===== src/verilog/stream_buffer_pkg.sv =====
`default_nettype none

package stream_buffer_pkg;

	localparam int SAMPLE_W = 16;
	localparam int WORD_W   = 2 * SAMPLE_W;
	localparam int FILL_W   = 32;

	// one input sample from the acquisition side
	typedef logic [SAMPLE_W-1:0] sample_t;

	// first sample of a pair lands in the upper half
	typedef struct packed {
		sample_t hi;
		sample_t lo;
	} half_pair_t;

	// store word that is filled as two halves and drained as one word
	typedef union packed {
		logic [WORD_W-1:0] word;
		half_pair_t        halves;
	} mem_word_u;

	typedef struct packed {
		logic      valid;
		mem_word_u data;
	} stage_t;

	// number of 16-bit samples held across the whole buffer
	typedef logic [FILL_W-1:0] fill_t;

endpackage

`default_nettype wire

===== src/verilog/stream_buffer.sv =====
`default_nettype none

module stream_buffer #(
	parameter int STORE_ADDR_W = 4,
	parameter int QUEUE_DEPTH  = 4
) (
	input  wire logic                            ti_clk,
	input  wire logic                            rst_n,
	input  wire logic                            write,
	input  wire stream_buffer_pkg::sample_t      data_in,
	input  wire logic                            read,
	output logic [stream_buffer_pkg::WORD_W-1:0] data_out,
	output stream_buffer_pkg::fill_t             fill_count
);

	localparam int QCNT_W = $clog2(QUEUE_DEPTH + 1);

	stream_buffer_pkg::stage_t pk_word;
	stream_buffer_pkg::stage_t st_word;
	logic                      pending;
	logic                      st_ready;
	logic [STORE_ADDR_W:0]     store_count;
	logic [QCNT_W-1:0]         queue_count;

	////////////////////////////////////////////////////////////////////////////
	// pack, store, queue
	////////////////////////////////////////////////////////////////////////////

	word_packer u_packer (
		.ti_clk(ti_clk), .rst_n(rst_n), .write(write), .data_in(data_in),
		.pk_word(pk_word), .pending(pending)
	);

	bulk_store #(.STORE_ADDR_W(STORE_ADDR_W)) u_store (
		.ti_clk(ti_clk), .rst_n(rst_n), .pk_word(pk_word),
		.st_word(st_word), .st_ready(st_ready), .store_count(store_count)
	);

	out_queue #(.QUEUE_DEPTH(QUEUE_DEPTH)) u_queue (
		.ti_clk(ti_clk), .rst_n(rst_n), .st_word(st_word), .st_ready(st_ready),
		.read(read), .data_out(data_out), .queue_count(queue_count)
	);

	// capacity seen by the host
	fill_monitor #(.STORE_ADDR_W(STORE_ADDR_W), .QUEUE_DEPTH(QUEUE_DEPTH)) u_fill (
		.ti_clk(ti_clk), .rst_n(rst_n), .pending(pending),
		.store_count(store_count), .queue_count(queue_count), .fill_count(fill_count)
	);

endmodule

`default_nettype wire


===== src/verilog/fill_monitor.sv =====
`default_nettype none

module fill_monitor #(
	parameter int STORE_ADDR_W = 4,
	parameter int QUEUE_DEPTH  = 4
) (
	input  wire logic                          ti_clk,
	input  wire logic                          rst_n,
	input  wire logic                          pending,
	input  wire logic [STORE_ADDR_W:0]         store_count,
	input  wire logic [$clog2(QUEUE_DEPTH + 1)-1:0] queue_count,
	output stream_buffer_pkg::fill_t           fill_count
);

	stream_buffer_pkg::fill_t pending_w;
	stream_buffer_pkg::fill_t store_w;
	stream_buffer_pkg::fill_t queue_w;
	stream_buffer_pkg::fill_t fill_next;

	// packed words hold two samples each
	assign pending_w = stream_buffer_pkg::fill_t'(pending);
	assign store_w   = stream_buffer_pkg::fill_t'(store_count) << 1;
	assign queue_w   = stream_buffer_pkg::fill_t'(queue_count) << 1;
	assign fill_next = pending_w + store_w + queue_w;

	// one cycle behind the stage counts
	always_ff @(posedge ti_clk or negedge rst_n) begin
		if (!rst_n) begin
			fill_count <= '0;
		end else begin
			fill_count <= fill_next;
		end
	end

endmodule

`default_nettype wire


===== src/verilog/out_queue.sv =====
`default_nettype none

module out_queue #(
	parameter int QUEUE_DEPTH = 4
) (
	input  wire logic                              ti_clk,
	input  wire logic                              rst_n,
	input  wire stream_buffer_pkg::stage_t         st_word,
	output logic                                   st_ready,
	input  wire logic                              read,
	output logic [stream_buffer_pkg::WORD_W-1:0]   data_out,
	output logic [$clog2(QUEUE_DEPTH + 1)-1:0]     queue_count
);

	localparam int CNT_W = $clog2(QUEUE_DEPTH + 1);
	localparam int PTR_W = (QUEUE_DEPTH > 1) ? $clog2(QUEUE_DEPTH) : 1;

	logic [stream_buffer_pkg::WORD_W-1:0] q_mem [QUEUE_DEPTH];
	logic [stream_buffer_pkg::WORD_W-1:0] last_q;
	logic [PTR_W-1:0]                     wr_ptr;
	logic [PTR_W-1:0]                     rd_ptr;
	logic                                 empty;
	logic                                 push;
	logic                                 pop;

	// wrap at depth since depth need not be a power of two
	function automatic logic [PTR_W-1:0] ptr_next(input logic [PTR_W-1:0] ptr);
		if (ptr == PTR_W'(QUEUE_DEPTH - 1)) begin
			return '0;
		end
		return ptr + 1'b1;
	endfunction

	assign empty    = (queue_count == '0);
	assign st_ready = (queue_count != CNT_W'(QUEUE_DEPTH));
	assign push     = st_word.valid & st_ready;
	// a read on an empty queue does nothing
	assign pop      = read & ~empty;

	always_ff @(posedge ti_clk) begin
		if (push) begin
			q_mem[wr_ptr] <= st_word.data.word;
		end
	end

	always_ff @(posedge ti_clk or negedge rst_n) begin
		if (!rst_n) begin
			wr_ptr      <= '0;
			rd_ptr      <= '0;
			queue_count <= '0;
			last_q      <= '0;
		end else begin
			if (push) begin
				wr_ptr <= ptr_next(wr_ptr);
			end
			if (pop) begin
				rd_ptr <= ptr_next(rd_ptr);
				last_q <= q_mem[rd_ptr];
			end
			if (push && !pop) begin
				queue_count <= queue_count + 1'b1;
			end else if (pop && !push) begin
				queue_count <= queue_count - 1'b1;
			end
		end
	end

	// head word or the last one consumed once the queue runs dry
	assign data_out = empty ? last_q : q_mem[rd_ptr];

endmodule

`default_nettype wire


===== src/verilog/bulk_store.sv =====
`default_nettype none

module bulk_store #(
	parameter int STORE_ADDR_W = 4
) (
	input  wire logic                      ti_clk,
	input  wire logic                      rst_n,
	input  wire stream_buffer_pkg::stage_t pk_word,
	output stream_buffer_pkg::stage_t      st_word,
	input  wire logic                      st_ready,
	output logic [STORE_ADDR_W:0]          store_count
);

	localparam int DEPTH = 1 << STORE_ADDR_W;

	stream_buffer_pkg::mem_word_u mem [DEPTH];
	logic [STORE_ADDR_W-1:0]      wr_ptr;
	logic [STORE_ADDR_W-1:0]      rd_ptr;
	logic                         full;
	logic                         push;
	logic                         pop;
	logic                         drop;

	////////////////////////////////////////////////////////////////////////////
	// handshake decode
	////////////////////////////////////////////////////////////////////////////

	assign full = (store_count == (STORE_ADDR_W + 1)'(DEPTH));
	assign push = pk_word.valid;
	assign pop  = st_word.valid & st_ready;

	// oldest word goes when a full store sees no drain this cycle
	assign drop = push & full & ~pop;

	////////////////////////////////////////////////////////////////////////////
	// circular memory
	////////////////////////////////////////////////////////////////////////////

	// words arrive as packed halves
	always_ff @(posedge ti_clk) begin
		if (push) begin
			mem[wr_ptr].halves.hi <= pk_word.data.halves.hi;
			mem[wr_ptr].halves.lo <= pk_word.data.halves.lo;
		end
	end

	// head is offered straight from the array and read back as one word
	assign st_word.valid     = (store_count != '0);
	assign st_word.data.word = mem[rd_ptr].word;

	////////////////////////////////////////////////////////////////////////////
	// pointers and occupancy
	////////////////////////////////////////////////////////////////////////////

	always_ff @(posedge ti_clk or negedge rst_n) begin
		if (!rst_n) begin
			wr_ptr <= '0;
		end else if (push) begin
			wr_ptr <= wr_ptr + 1'b1;
		end
	end

	// read side moves on a drain and also on a drop
	always_ff @(posedge ti_clk or negedge rst_n) begin
		if (!rst_n) begin
			rd_ptr <= '0;
		end else if (pop || drop) begin
			rd_ptr <= rd_ptr + 1'b1;
		end
	end

	always_ff @(posedge ti_clk or negedge rst_n) begin
		if (!rst_n) begin
			store_count <= '0;
		end else begin
			case ({push, pop})
				2'b10: begin
					// count saturates at depth when dropping
					if (!full) begin
						store_count <= store_count + 1'b1;
					end
				end
				2'b01: begin
					store_count <= store_count - 1'b1;
				end
				default: begin
					store_count <= store_count;
				end
			endcase
		end
	end

endmodule

`default_nettype wire


===== src/verilog/word_packer.sv =====
`default_nettype none

module word_packer (
	input  wire logic                       ti_clk,
	input  wire logic                       rst_n,
	input  wire logic                       write,
	input  wire stream_buffer_pkg::sample_t data_in,
	output stream_buffer_pkg::stage_t       pk_word,
	output logic                            pending
);

	stream_buffer_pkg::sample_t   hold_q;
	stream_buffer_pkg::mem_word_u pk_data;
	logic                         pk_valid;

	// control path
	always_ff @(posedge ti_clk or negedge rst_n) begin
		if (!rst_n) begin
			pending  <= 1'b0;
			pk_valid <= 1'b0;
		end else begin
			pk_valid <= write & pending;
			if (write) begin
				pending <= ~pending;
			end
		end
	end

	// first sample waits in hold_q for its partner
	always_ff @(posedge ti_clk) begin
		if (write && !pending) begin
			hold_q <= data_in;
		end
		if (write && pending) begin
			pk_data.halves.hi <= hold_q;
			pk_data.halves.lo <= data_in;
		end
	end

	assign pk_word.valid = pk_valid;
	assign pk_word.data  = pk_data;

endmodule

`default_nettype wire


===== config.mk =====
export PLATFORM = sky130hd
export DESIGN_NAME = stream_buffer
export DESIGN_NICKNAME = d
export VERILOG_FILES = /design/src/verilog/stream_buffer_pkg.sv /design/src/verilog/stream_buffer.sv /design/src/verilog/fill_monitor.sv /design/src/verilog/out_queue.sv /design/src/verilog/bulk_store.sv /design/src/verilog/word_packer.sv
export SDC_FILE = /design/constraint.sdc
export NUM_CORES = 1
export LEC_CHECK = 0
export BUFFER_PORTS_ARGS = -buffer_cell sky130_fd_sc_hd__buf_2
export CORE_MARGIN = 1.5
export CORE_UTILIZATION = 35
export DETAILED_ROUTE_END_ITERATION = 8
export REMOVE_ABC_BUFFERS = 1
export SLEW_MARGIN = 20
export SYNTH_ARGS = -nofsm -noshare
export SYNTH_HDL_FRONTEND = slang
export SYNTH_HIERARCHICAL = 1
export SYNTH_SLANG_ARGS = --single-unit

===== constraint.sdc =====
create_clock -name ti_clk -period 8 [get_ports ti_clk]
set_input_delay 1.6 -clock ti_clk [delete_from_list [all_inputs] [get_ports ti_clk]]
set_output_delay 1.6 -clock ti_clk [all_outputs]
set_load 0.1 [all_outputs]

==> run_results.csv, run 1 <==
group,metric,value,unit
die,core.rowCount,104,
synth,synth.distinct_cells,45,
synth,synth.avg_cell_area,22.2,µm²
critical_path,critPathLaunchType,"flop",
clock_tree,postCtsSetupBuffers,0,
synth,yosysMostFrequentCell,"edfxtp_1",
clock_tree,tritoncts,"done",
sta,worst_slew_pin_slew,998,ps
critical_path,cp-end-kind,"output port",
synth,yosys_warnings,6,
synth,synthFlopType,"edfxtp_1",
clock_tree,numCtsBuffers,73,
die,ioPinCount,84,
synth,seq_area_frac_synth,77.6,%
global_routing,grt_pass1_wl,86.5,mm
route,antenna_left,0,
sta,rsz0062_at_grt,"false",
critical_path,path_max_fanout,25,
clock_tree,ctsRootBufferMaster,"clkbuf_16",
critical_path,arrival,2860,ps
clock_tree,htree_num_levels,3,
synth,yosys-top-cells-count,"edfxtp_1, mux4_2, mux2_2",
sta,min_period,4460,ps
finish,syn_to_final_growth,14.1,%
route,wirelength,58.6,mm
die,die_y,289,µm
critical_path,critPathBufInv,2,
synth,syn_area,0.0286,mm²
global_routing,overflow,0,
worst_hold_path,worstHoldPathType,"reg -> reg",
route,post_drt_wl_per_cell,23.4,µm
route,drtIter0Drc,827,
flow_run,maxCapViolations,0,
global_routing,grt_pass1_vias,13300,
clock_tree,clock_sinks,749,
synth,post-synth-top-area-cell,"edfxtp_1",
synth,postSynthCellCount,1286,
critical_path,path_cells,"buf_4 -> mux4_2 -> mux2_2 -> buf_2",
die,die-width,289,µm
global_routing,grtUsageTotal,14.3,%
synth,synth_edf_count,688,
clock_tree,ctsResizeCount,0,
sta,fmax,224,MHz
outcome,status,"finished, violations left",
die,start_util,35.4,%
route,via_count,12700,
route,drcViolationCount,2,
finish,nets,1425,
placement,gp_congestion,0.698,
placement,io_buffers,58,
clock_tree,insertion_delay,610,ps
sta,fin_tns_setup,0,ps
synth,ys_seq_elements,749,
critical_path,cpPeakStageDelay,610,ps
route,firstDrtPassIters,8,
die,die_area,0.0834,mm²
synth,synth.top_cell.area_share,72.3,%
global_routing,antenna_found_initial,6,
clock_tree,cts_hold_buf,0,
route,vias_per_cell,5.08,
sta,final_max_slew_viol_count,0,
sta,finalCritPeriodShare,55.7,%
outcome,violations,"DRC",
sta,clock_skew,25.5,ps
sta,hold_viol,0,
clock_tree,clock_tree.buffer_depth,3,
critical_path,crit_family,"multiplexers",
sta,finalSetupViolCount,0,
critical_path,critPathKind,"reg -> out",
global_routing,grt_max_degree,64,
finish,layout-drive-gt1-share,32.0,%
critical_path,crit_path_top_delay_cell,"mux4_2",
clock_tree,clk_transition_reported_paths,60,ps
sta,relSlewSlack,33.5,%
die,core_area,0.0807,mm²
synth,synthArstFlopShare,8.14,%
placement,hpwlAfterDp,31.0,mm
synth,synth_area_leaders,"edfxtp_1, mux4_2, dfrtp_1",
critical_path,crit_required,6400,ps
finish,num-fill-cells,6996,
## sequential cells by signal, summed over array words and instances (netlist names), 3 cells and up
register / cells
u_store/mem: 512
u_packer/pk_data: 32
u_packer/hold_q: 16
u_queue/queue_count: 3
u_queue/q_mem: 128
u_store/rd_ptr: 4
u_fill/fill_count: 7
u_store/wr_ptr: 4
u_store/store_count: 5
u_queue/last_q: 32
## through the flow
stage / cell area, µm² / hold slack (ps) / cells / utilization (%) / worst slack, ps
2_1_floorplan: 28200 / 398 / 1221 / - / 1800
3_3_place_gp: 30200 / 405 / 2373 / 37.4 / 4150
3_5_place_dp: 30200 / 405 / 2373 / 37.4 / 4100
4_1_cts: 32600 / 418 / 2505 / 40.4 / 3440
5_1_grt: 32600 / 425 / 2505 / 40.4 / 3340
6_report: 32600 / 419 / 2507 / 40.4 / 3540
## final cells by class
class	instances	area [µm²]	share of cell area, %
Antenna cell	2	5.00	0.0153
Timing Repair Buffer	92	546	1.67
Tap cell	1060	1330	4.07
Multi-Input combinational cell	465	6080	18.6
Sequential cell	749	22200	68.0
Clock inverter	42	505	1.55
Inverter	7	26.3	0.0806
Clock buffer	90	1930	5.93
## path summary, 6_finish.rpt
| kind | from | cells after the start | end | slack [ps] |
|---|---|---|---|---|
| max in group asynchronous | rst_n | 2 | u_queue/rd_ptr[0] | 6160 |
| min in group asynchronous | rst_n | 2 | u_store/store_count[4] | 1160 |
| hold / removal | u_packer/hold_q[2] | 0 | u_packer/pk_data[18] | 420 |
| setup / recovery | u_queue/rd_ptr[0] | 4 | data_out[5] | 3540 |
| setup reg to reg | u_queue/queue_count[1] | 9 | u_queue/queue_count[2] | 4610 |
| hold reg to reg | u_packer/hold_q[2] | 0 | u_packer/pk_data[18] | 420 |
## worst register-to-register path, cell delays in order (launching register included)
cell,delay (ps)
dfrtp_1,480
nor3_4,330
buf_4,420
nand2b_2,860
ha_1,330
inv_1,70
fa_1,390
xor2_1,180
nor2_1,120
xor2_1,150
## logic make-up (layout without fill, tap and decap cells)
family,after synthesis,in the layout,share of synthesized area [%]
DFF,749,749,77.6
muxes,232,232,15.5
and+or+nand+nor,97,97,1.66
buffers and inverters,96,231,1.89
AOI/OAI and AO/OA,76,76,2.02
xor gates and xnor gates,18,18,0.552
adders and majority gates,17,17,0.797
other,1,27,0.0131
## per-layer routing
| metal | global-route usage, % | part of all wire, % | vias to the layer above |
|---|---|---|---|
| met1 | 18.5 | 42 | 6857 |
| li1 | - | - | 5458 |
| met5 | 0 | 0.094 | - |
| met2 | 24.6 | 51 | 343 |
| met3 | 2.46 | 5.5 | 69 |
| met4 | 4.00 | 1.6 | 8 |
## placed cells by master (no fill, tap or decap), types with 11 or more instances in the layout
master / n
conb_1: 25
ha_1: 15
clkinv_1: 11
clkbuf_16: 75
clkbuf_1: 15
buf_4: 34
mux4_2: 160
dfrtp_1: 58
a22oi_1: 64
mux2_2: 69
edfxtp_1: 688
nor2_4: 13
buf_2: 58
clkinv_2: 11
nand2_1: 42
Power of run 1 is not shown: default switching activity piles up to over one toggle a cycle in this logic, so the estimate is an artifact.
==> inputs of run 2 (changes only) <==
==> constraint.sdc (replaced) <==
create_clock -name ti_clk -period 3.95 [get_ports ti_clk]
set_input_delay 0.79 -clock ti_clk [delete_from_list [all_inputs] [get_ports ti_clk]]
set_output_delay 0.79 -clock ti_clk [all_outputs]
set_load 0.1 [all_outputs]
==> run 2 against run 1 <==
The flow still finishes with violations (DRC). Critical path depth did not move. Worst hold slack got worse by 110 ps. Non-clock buffer count rose by 6. Sequential cell count did not move. Final cell count rose by 0.20%. Sequential share of layout area fell by 0.096 points. First-iteration DRC count rose by 18%. Core utilization rose by 0.057 points. Critical endpoint is now data_out[2]. Wire length rose by 1.2%. Register-to-register slack got worse by 3400 ps. Via count rose by 0.23%. Clock skew fell by 3.3 ps.
==> run_results.csv, run 2 (same netlist as run 1, synthesis figures left out) <==
group,metric,value,unit
route,vias_per_cell,5.08,
clock_tree,cts_hold_buf,0,
sta,clock_skew,22.2,ps
route,via_count,12800,
sta,fmax,285,MHz
die,start_util,35.4,%
flow_run,maxCapViolations,0,
sta,finalCritPeriodShare,88.9,%
finish,num-fill-cells,6993,
critical_path,cp-end-kind,"output port",
die,core.rowCount,104,
sta,hold_ws,314,ps
sta,finalSetupViolCount,0,
placement,gp_congestion,0.719,
die,die_area,0.0834,mm²
clock_tree,postCtsSetupBuffers,0,
outcome,violations,"DRC",
finish,design_area,0.0327,mm²
critical_path,r2r-start,"u_store/store_count[3]",
clock_tree,ctsResizeCount,0,
clock_tree,insertion_delay,620,ps
die,die_y,289,µm
global_routing,overflow,0,
critical_path,arrival,2720,ps
finish,fin_util,40.5,%
outcome,status,"finished, violations left",
route,drtIter0Drc,976,
finish,nets,1433,
global_routing,grt_max_degree,56,
die,core_area,0.0807,mm²
critical_path,path_max_fanout,20,
die,die-width,289,µm
sta,worst_slew_pin_slew,1030,ps
critical_path,critPathKind,"reg -> out",
placement,hpwlAfterDp,32.2,mm
finish,final-seq-area,0.0222,mm²
route,firstDrtPassIters,9,
clock_tree,numCtsBuffers,75,
sta,relSlewSlack,31.5,%
global_routing,antenna_found_initial,5,
finish,final_common_cell,"edfxtp_1",
die,ioPinCount,84,
critical_path,crit_start,"u_queue/rd_ptr[0]",
worst_hold_path,worstHoldPathType,"in -> async",
critical_path,crit_required,3160,ps
sta,rsz0062_at_grt,"false",
route,wirelength,59.3,mm
finish,syn_to_final_growth,14.3,%
finish,largest_reg_flops,512,
route,post_drt_wl_per_cell,23.6,µm
global_routing,grtUsageTotal,14.5,%
placement,io_buffers,58,
placement,placed_area,0.0303,mm²
clock_tree,clock_tree.buffer_depth,3,
sta,hold_viol,0,
clock_tree,htree_num_levels,3,
sta,final_max_slew_viol_count,0,
finish,top_regs,"u_store/mem (512), u_queue/q_mem (128)",
clock_tree,ctsRootBufferMaster,"clkbuf_16",
finish,layout-drive-gt1-share,32.4,%
route,antenna_left,0,
global_routing,grt_pass1_wl,88.2,mm
clock_tree,tritoncts,"done",
finish,regMostFlops,"u_store/mem",
route,drcViolationCount,10,
finish,layout_common_cells,"edfxtp_1, mux4_2, clkbuf_16, mux2_2, a22oi_1",
clock_tree,clk_transition_reported_paths,60,ps
clock_tree,clock_sinks,749,
global_routing,grt_pass1_vias,13500,
critical_path,critPathLaunchType,"flop",
sta,min_period,3510,ps
finish,multi_input_area,0.00608,mm²
## run 2: stage by stage
stage / setup slack (ps) / TNS [ps] / instances
floorplan: -2250 / -294900 / 1221
global placement: 1020 / 0 / 2379
detailed placement: 1010 / 0 / 2379
CTS: 329 / 0 / 2510
global route: 255 / 0 / 2510
finish: 437 / 0 / 2512
## run 2: final cells by class
| cell class | instances | area share [%] |
|---|---|---|
| timing repair buffer | 98 | 2.08 |
| clock inverter | 39 | 1.03 |
| sequential | 749 | 67.9 |
| tap | 1060 | 4.06 |
| clock buffer | 92 | 6.17 |
| inverter | 7 | 0.0804 |
| antenna | 2 | 0.0153 |
| multi-input combinational | 465 | 18.6 |
## run 2: routing by layer
metal  share of wire (%)  track usage, %  vias to the layer above
li1                    -               -                     5488
met1                  42            18.7                     6882
met2                  51            24.9                      309
met3                 4.7            2.57                       79
met4                 1.9            4.64                        6
met5               0.064               0                        -
## run 2: path summary, 6_finish.rpt
kind | to | cells after the start | slack (ps)
max | data_out[2] | 4 | 440
min | u_store/rd_ptr[0] | 1 | 310
max reg2reg | u_queue/queue_count[1] | 8 | 1210
min reg2reg | u_packer/pk_data[28] | 0 | 420
max in group asynchronous | u_queue/last_q[2] | 2 | 2670
min in group ti_clk | u_packer/hold_q[13] | 1 | 370
## run 2: critical path, cell delays in order (launching register included)
cell	delay, ps
dfrtp_2	690
buf_12	270
mux4_2	530
mux2_2	290
buf_2	300
Power of run 2 is left out for the same reason.
==> inputs of run 3 (changes only) <==
--- a/config.mk
+++ b/config.mk
@@ -6,6 +6,7 @@
 export NUM_CORES = 1
 export LEC_CHECK = 0
 export BUFFER_PORTS_ARGS = -buffer_cell sky130_fd_sc_hd__buf_2
+export CORE_ASPECT_RATIO = 1.5
 export CORE_MARGIN = 1.5
 export CORE_UTILIZATION = 35
 export DETAILED_ROUTE_END_ITERATION = 8
==> run 3 against run 2 <==
The run now ends clean. Global-route usage down 0.53 points. Critical path depth unchanged. Sequential cell count unchanged. Maximum frequency down 1.3%. Worst hold slack worse by 130 ps. Critical path type unchanged. Wire length down 2.2%. Non-clock buffer count up 2. Core utilization down 0.65 points. Register-to-register slack better by 60 ps. Sequential share of layout area up 0.80 points. Final area down 1.2%. Critical endpoint is now data_out[28].
==> run_results.csv, run 3 (same netlist as run 1, synthesis figures left out) <==
group,metric,value,unit
die,die-width,236,µm
finish,final-seq-area,0.0222,mm²
critical_path,critPathKind,"reg -> out",
clock_tree,clock_sinks,749,
finish,largest_reg_flops,512,
finish,num-fill-cells,7099,
sta,finalSetupViolCount,0,
finish,top_regs,"u_store/mem (512), u_queue/q_mem (128)",
clock_tree,htree_num_levels,2,
route,via_count,12600,
die,start_util,35.3,%
critical_path,reg2regPathDepth,8,
global_routing,grt_max_degree,50,
clock_tree,insertion_delay,620,ps
sta,hold_viol,0,
route,post_drt_wl_per_cell,23.4,µm
clock_tree,tritoncts,"done",
clock_tree,numCtsBuffers,61,
finish,layout_common_cells,"edfxtp_1, mux4_2, mux2_2, a22oi_1, clkbuf_16",
sta,fmax,281,MHz
critical_path,crit_required,3160,ps
sta,final_max_slew_viol_count,0,
sta,worst_slew_pin_slew,944,ps
outcome,status,"finished, final reports clean",
route,vias_per_cell,5.09,
route,wirelength,58.0,mm
die,core.rowCount,128,
global_routing,antenna_found_initial,7,
placement,gp_congestion,0.706,
finish,nets,1421,
route,drcViolationCount,0,
die,core_area,0.0810,mm²
global_routing,grt_pass1_vias,13400,
finish,layout-drive-gt1-share,31.8,%
critical_path,r2r_end,"u_queue/queue_count[1]",
sta,clock_skew,13.9,ps
global_routing,overflow,0,
critical_path,worst-r2r-setup-slack,1270,ps
placement,io_buffers,58,
clock_tree,ctsRootBufferMaster,"clkbuf_16",
sta,relSlewSlack,37.1,%
route,antenna_left,0,
clock_tree,ctsResizeCount,0,
clock_tree,clock_tree.buffer_depth,3,
die,ioPinCount,84,
clock_tree,clk_transition_reported_paths,70,ps
placement,hpwlAfterDp,32.7,mm
finish,fin_util,39.8,%
finish,antenna_cells,0,
critical_path,critPathLaunchType,"flop",
worst_hold_path,worstHoldPathType,"in -> async",
finish,syn_to_final_growth,12.9,%
sta,min_period,3560,ps
clock_tree,postCtsSetupBuffers,0,
critical_path,path_max_fanout,18,
route,firstDrtPassIters,5,
clock_tree,cts_hold_buf,0,
finish,regMostFlops,"u_store/mem",
critical_path,cp-end-kind,"output port",
critical_path,arrival,2770,ps
global_routing,grt_pass1_wl,86.5,mm
finish,multi_input_area,0.00607,mm²
critical_path,r2r-start,"u_store/store_count[3]",
global_routing,grtUsageTotal,14.0,%
die,die_area,0.0834,mm²
die,die_y,353,µm
finish,final_common_cell,"edfxtp_1",
sta,finalCritPeriodShare,90.1,%
flow_run,maxCapViolations,0,
sta,rsz0062_at_grt,"false",
route,drtIter0Drc,886,
run 3: cell types whose count changed in the layout (fill, tap and decap cells not counted), moves of 2 or more:
| cell | delta |
|---|---|
| clkbuf_8 | +3 |
| clkbuf_16 | -15 |
| clkinv_2 | +4 |
| diode_2 | -2 |
| buf_4 | -2 |
| buf_12 | +5 |
| clkinv_8 | -3 |
run 3: per-stage QoR:
step	cells	cell area (µm²)	hold slack, ps	setup TNS [ps]	worst slack (ps)
floorplan	1221	28200	398	-294900	-2250
global placement	2361	30300	405	0	973
detailed placement	2361	30300	405	0	959
CTS	2476	32300	337	0	280
global route	2476	32300	226	0	218
finish	2476	32300	181	0	391
run 3: critical path, stage by stage, from the launching register on:
cell	delay (ps)
dfrtp_2	750
buf_12	270
mux4_2	530
mux2_2	290
buf_2	300
run 3: worst max path at each step:
stage / startpoint / end / slack (ps)
after floorplan: u_store/rd_ptr[0] / u_queue/q_mem[0][0] / -2250
after global placement: u_queue/rd_ptr[0] / data_out[17] / 970
after detailed placement: u_queue/rd_ptr[0] / data_out[28] / 960
after CTS: u_queue/rd_ptr[0] / data_out[28] / 280
after global routing: u_queue/rd_ptr[0] / data_out[17] / 220
final: u_queue/rd_ptr[0] / data_out[28] / 390
run 3: layout make-up:
class                      count  area share [%]
clock inverter                35           0.775
tap                         1040            4.03
timing repair buffer         100            2.35
clock buffer                  80            5.21
multi-input combinational    465            18.8
inverter                       7          0.0814
sequential                   749            68.8
run 3: routing by layer:
layer  GRT usage [%]  part of all wire [%]  vias to the layer above
met5               0                  0.13                        -
met4            4.08                   2.4                       14
met3            2.27                   4.4                      100
met2            26.9                    56                      269
met1            15.7                    37                     6775
li1                -                     -                     5439
Power of run 3 is left out for the same reason.
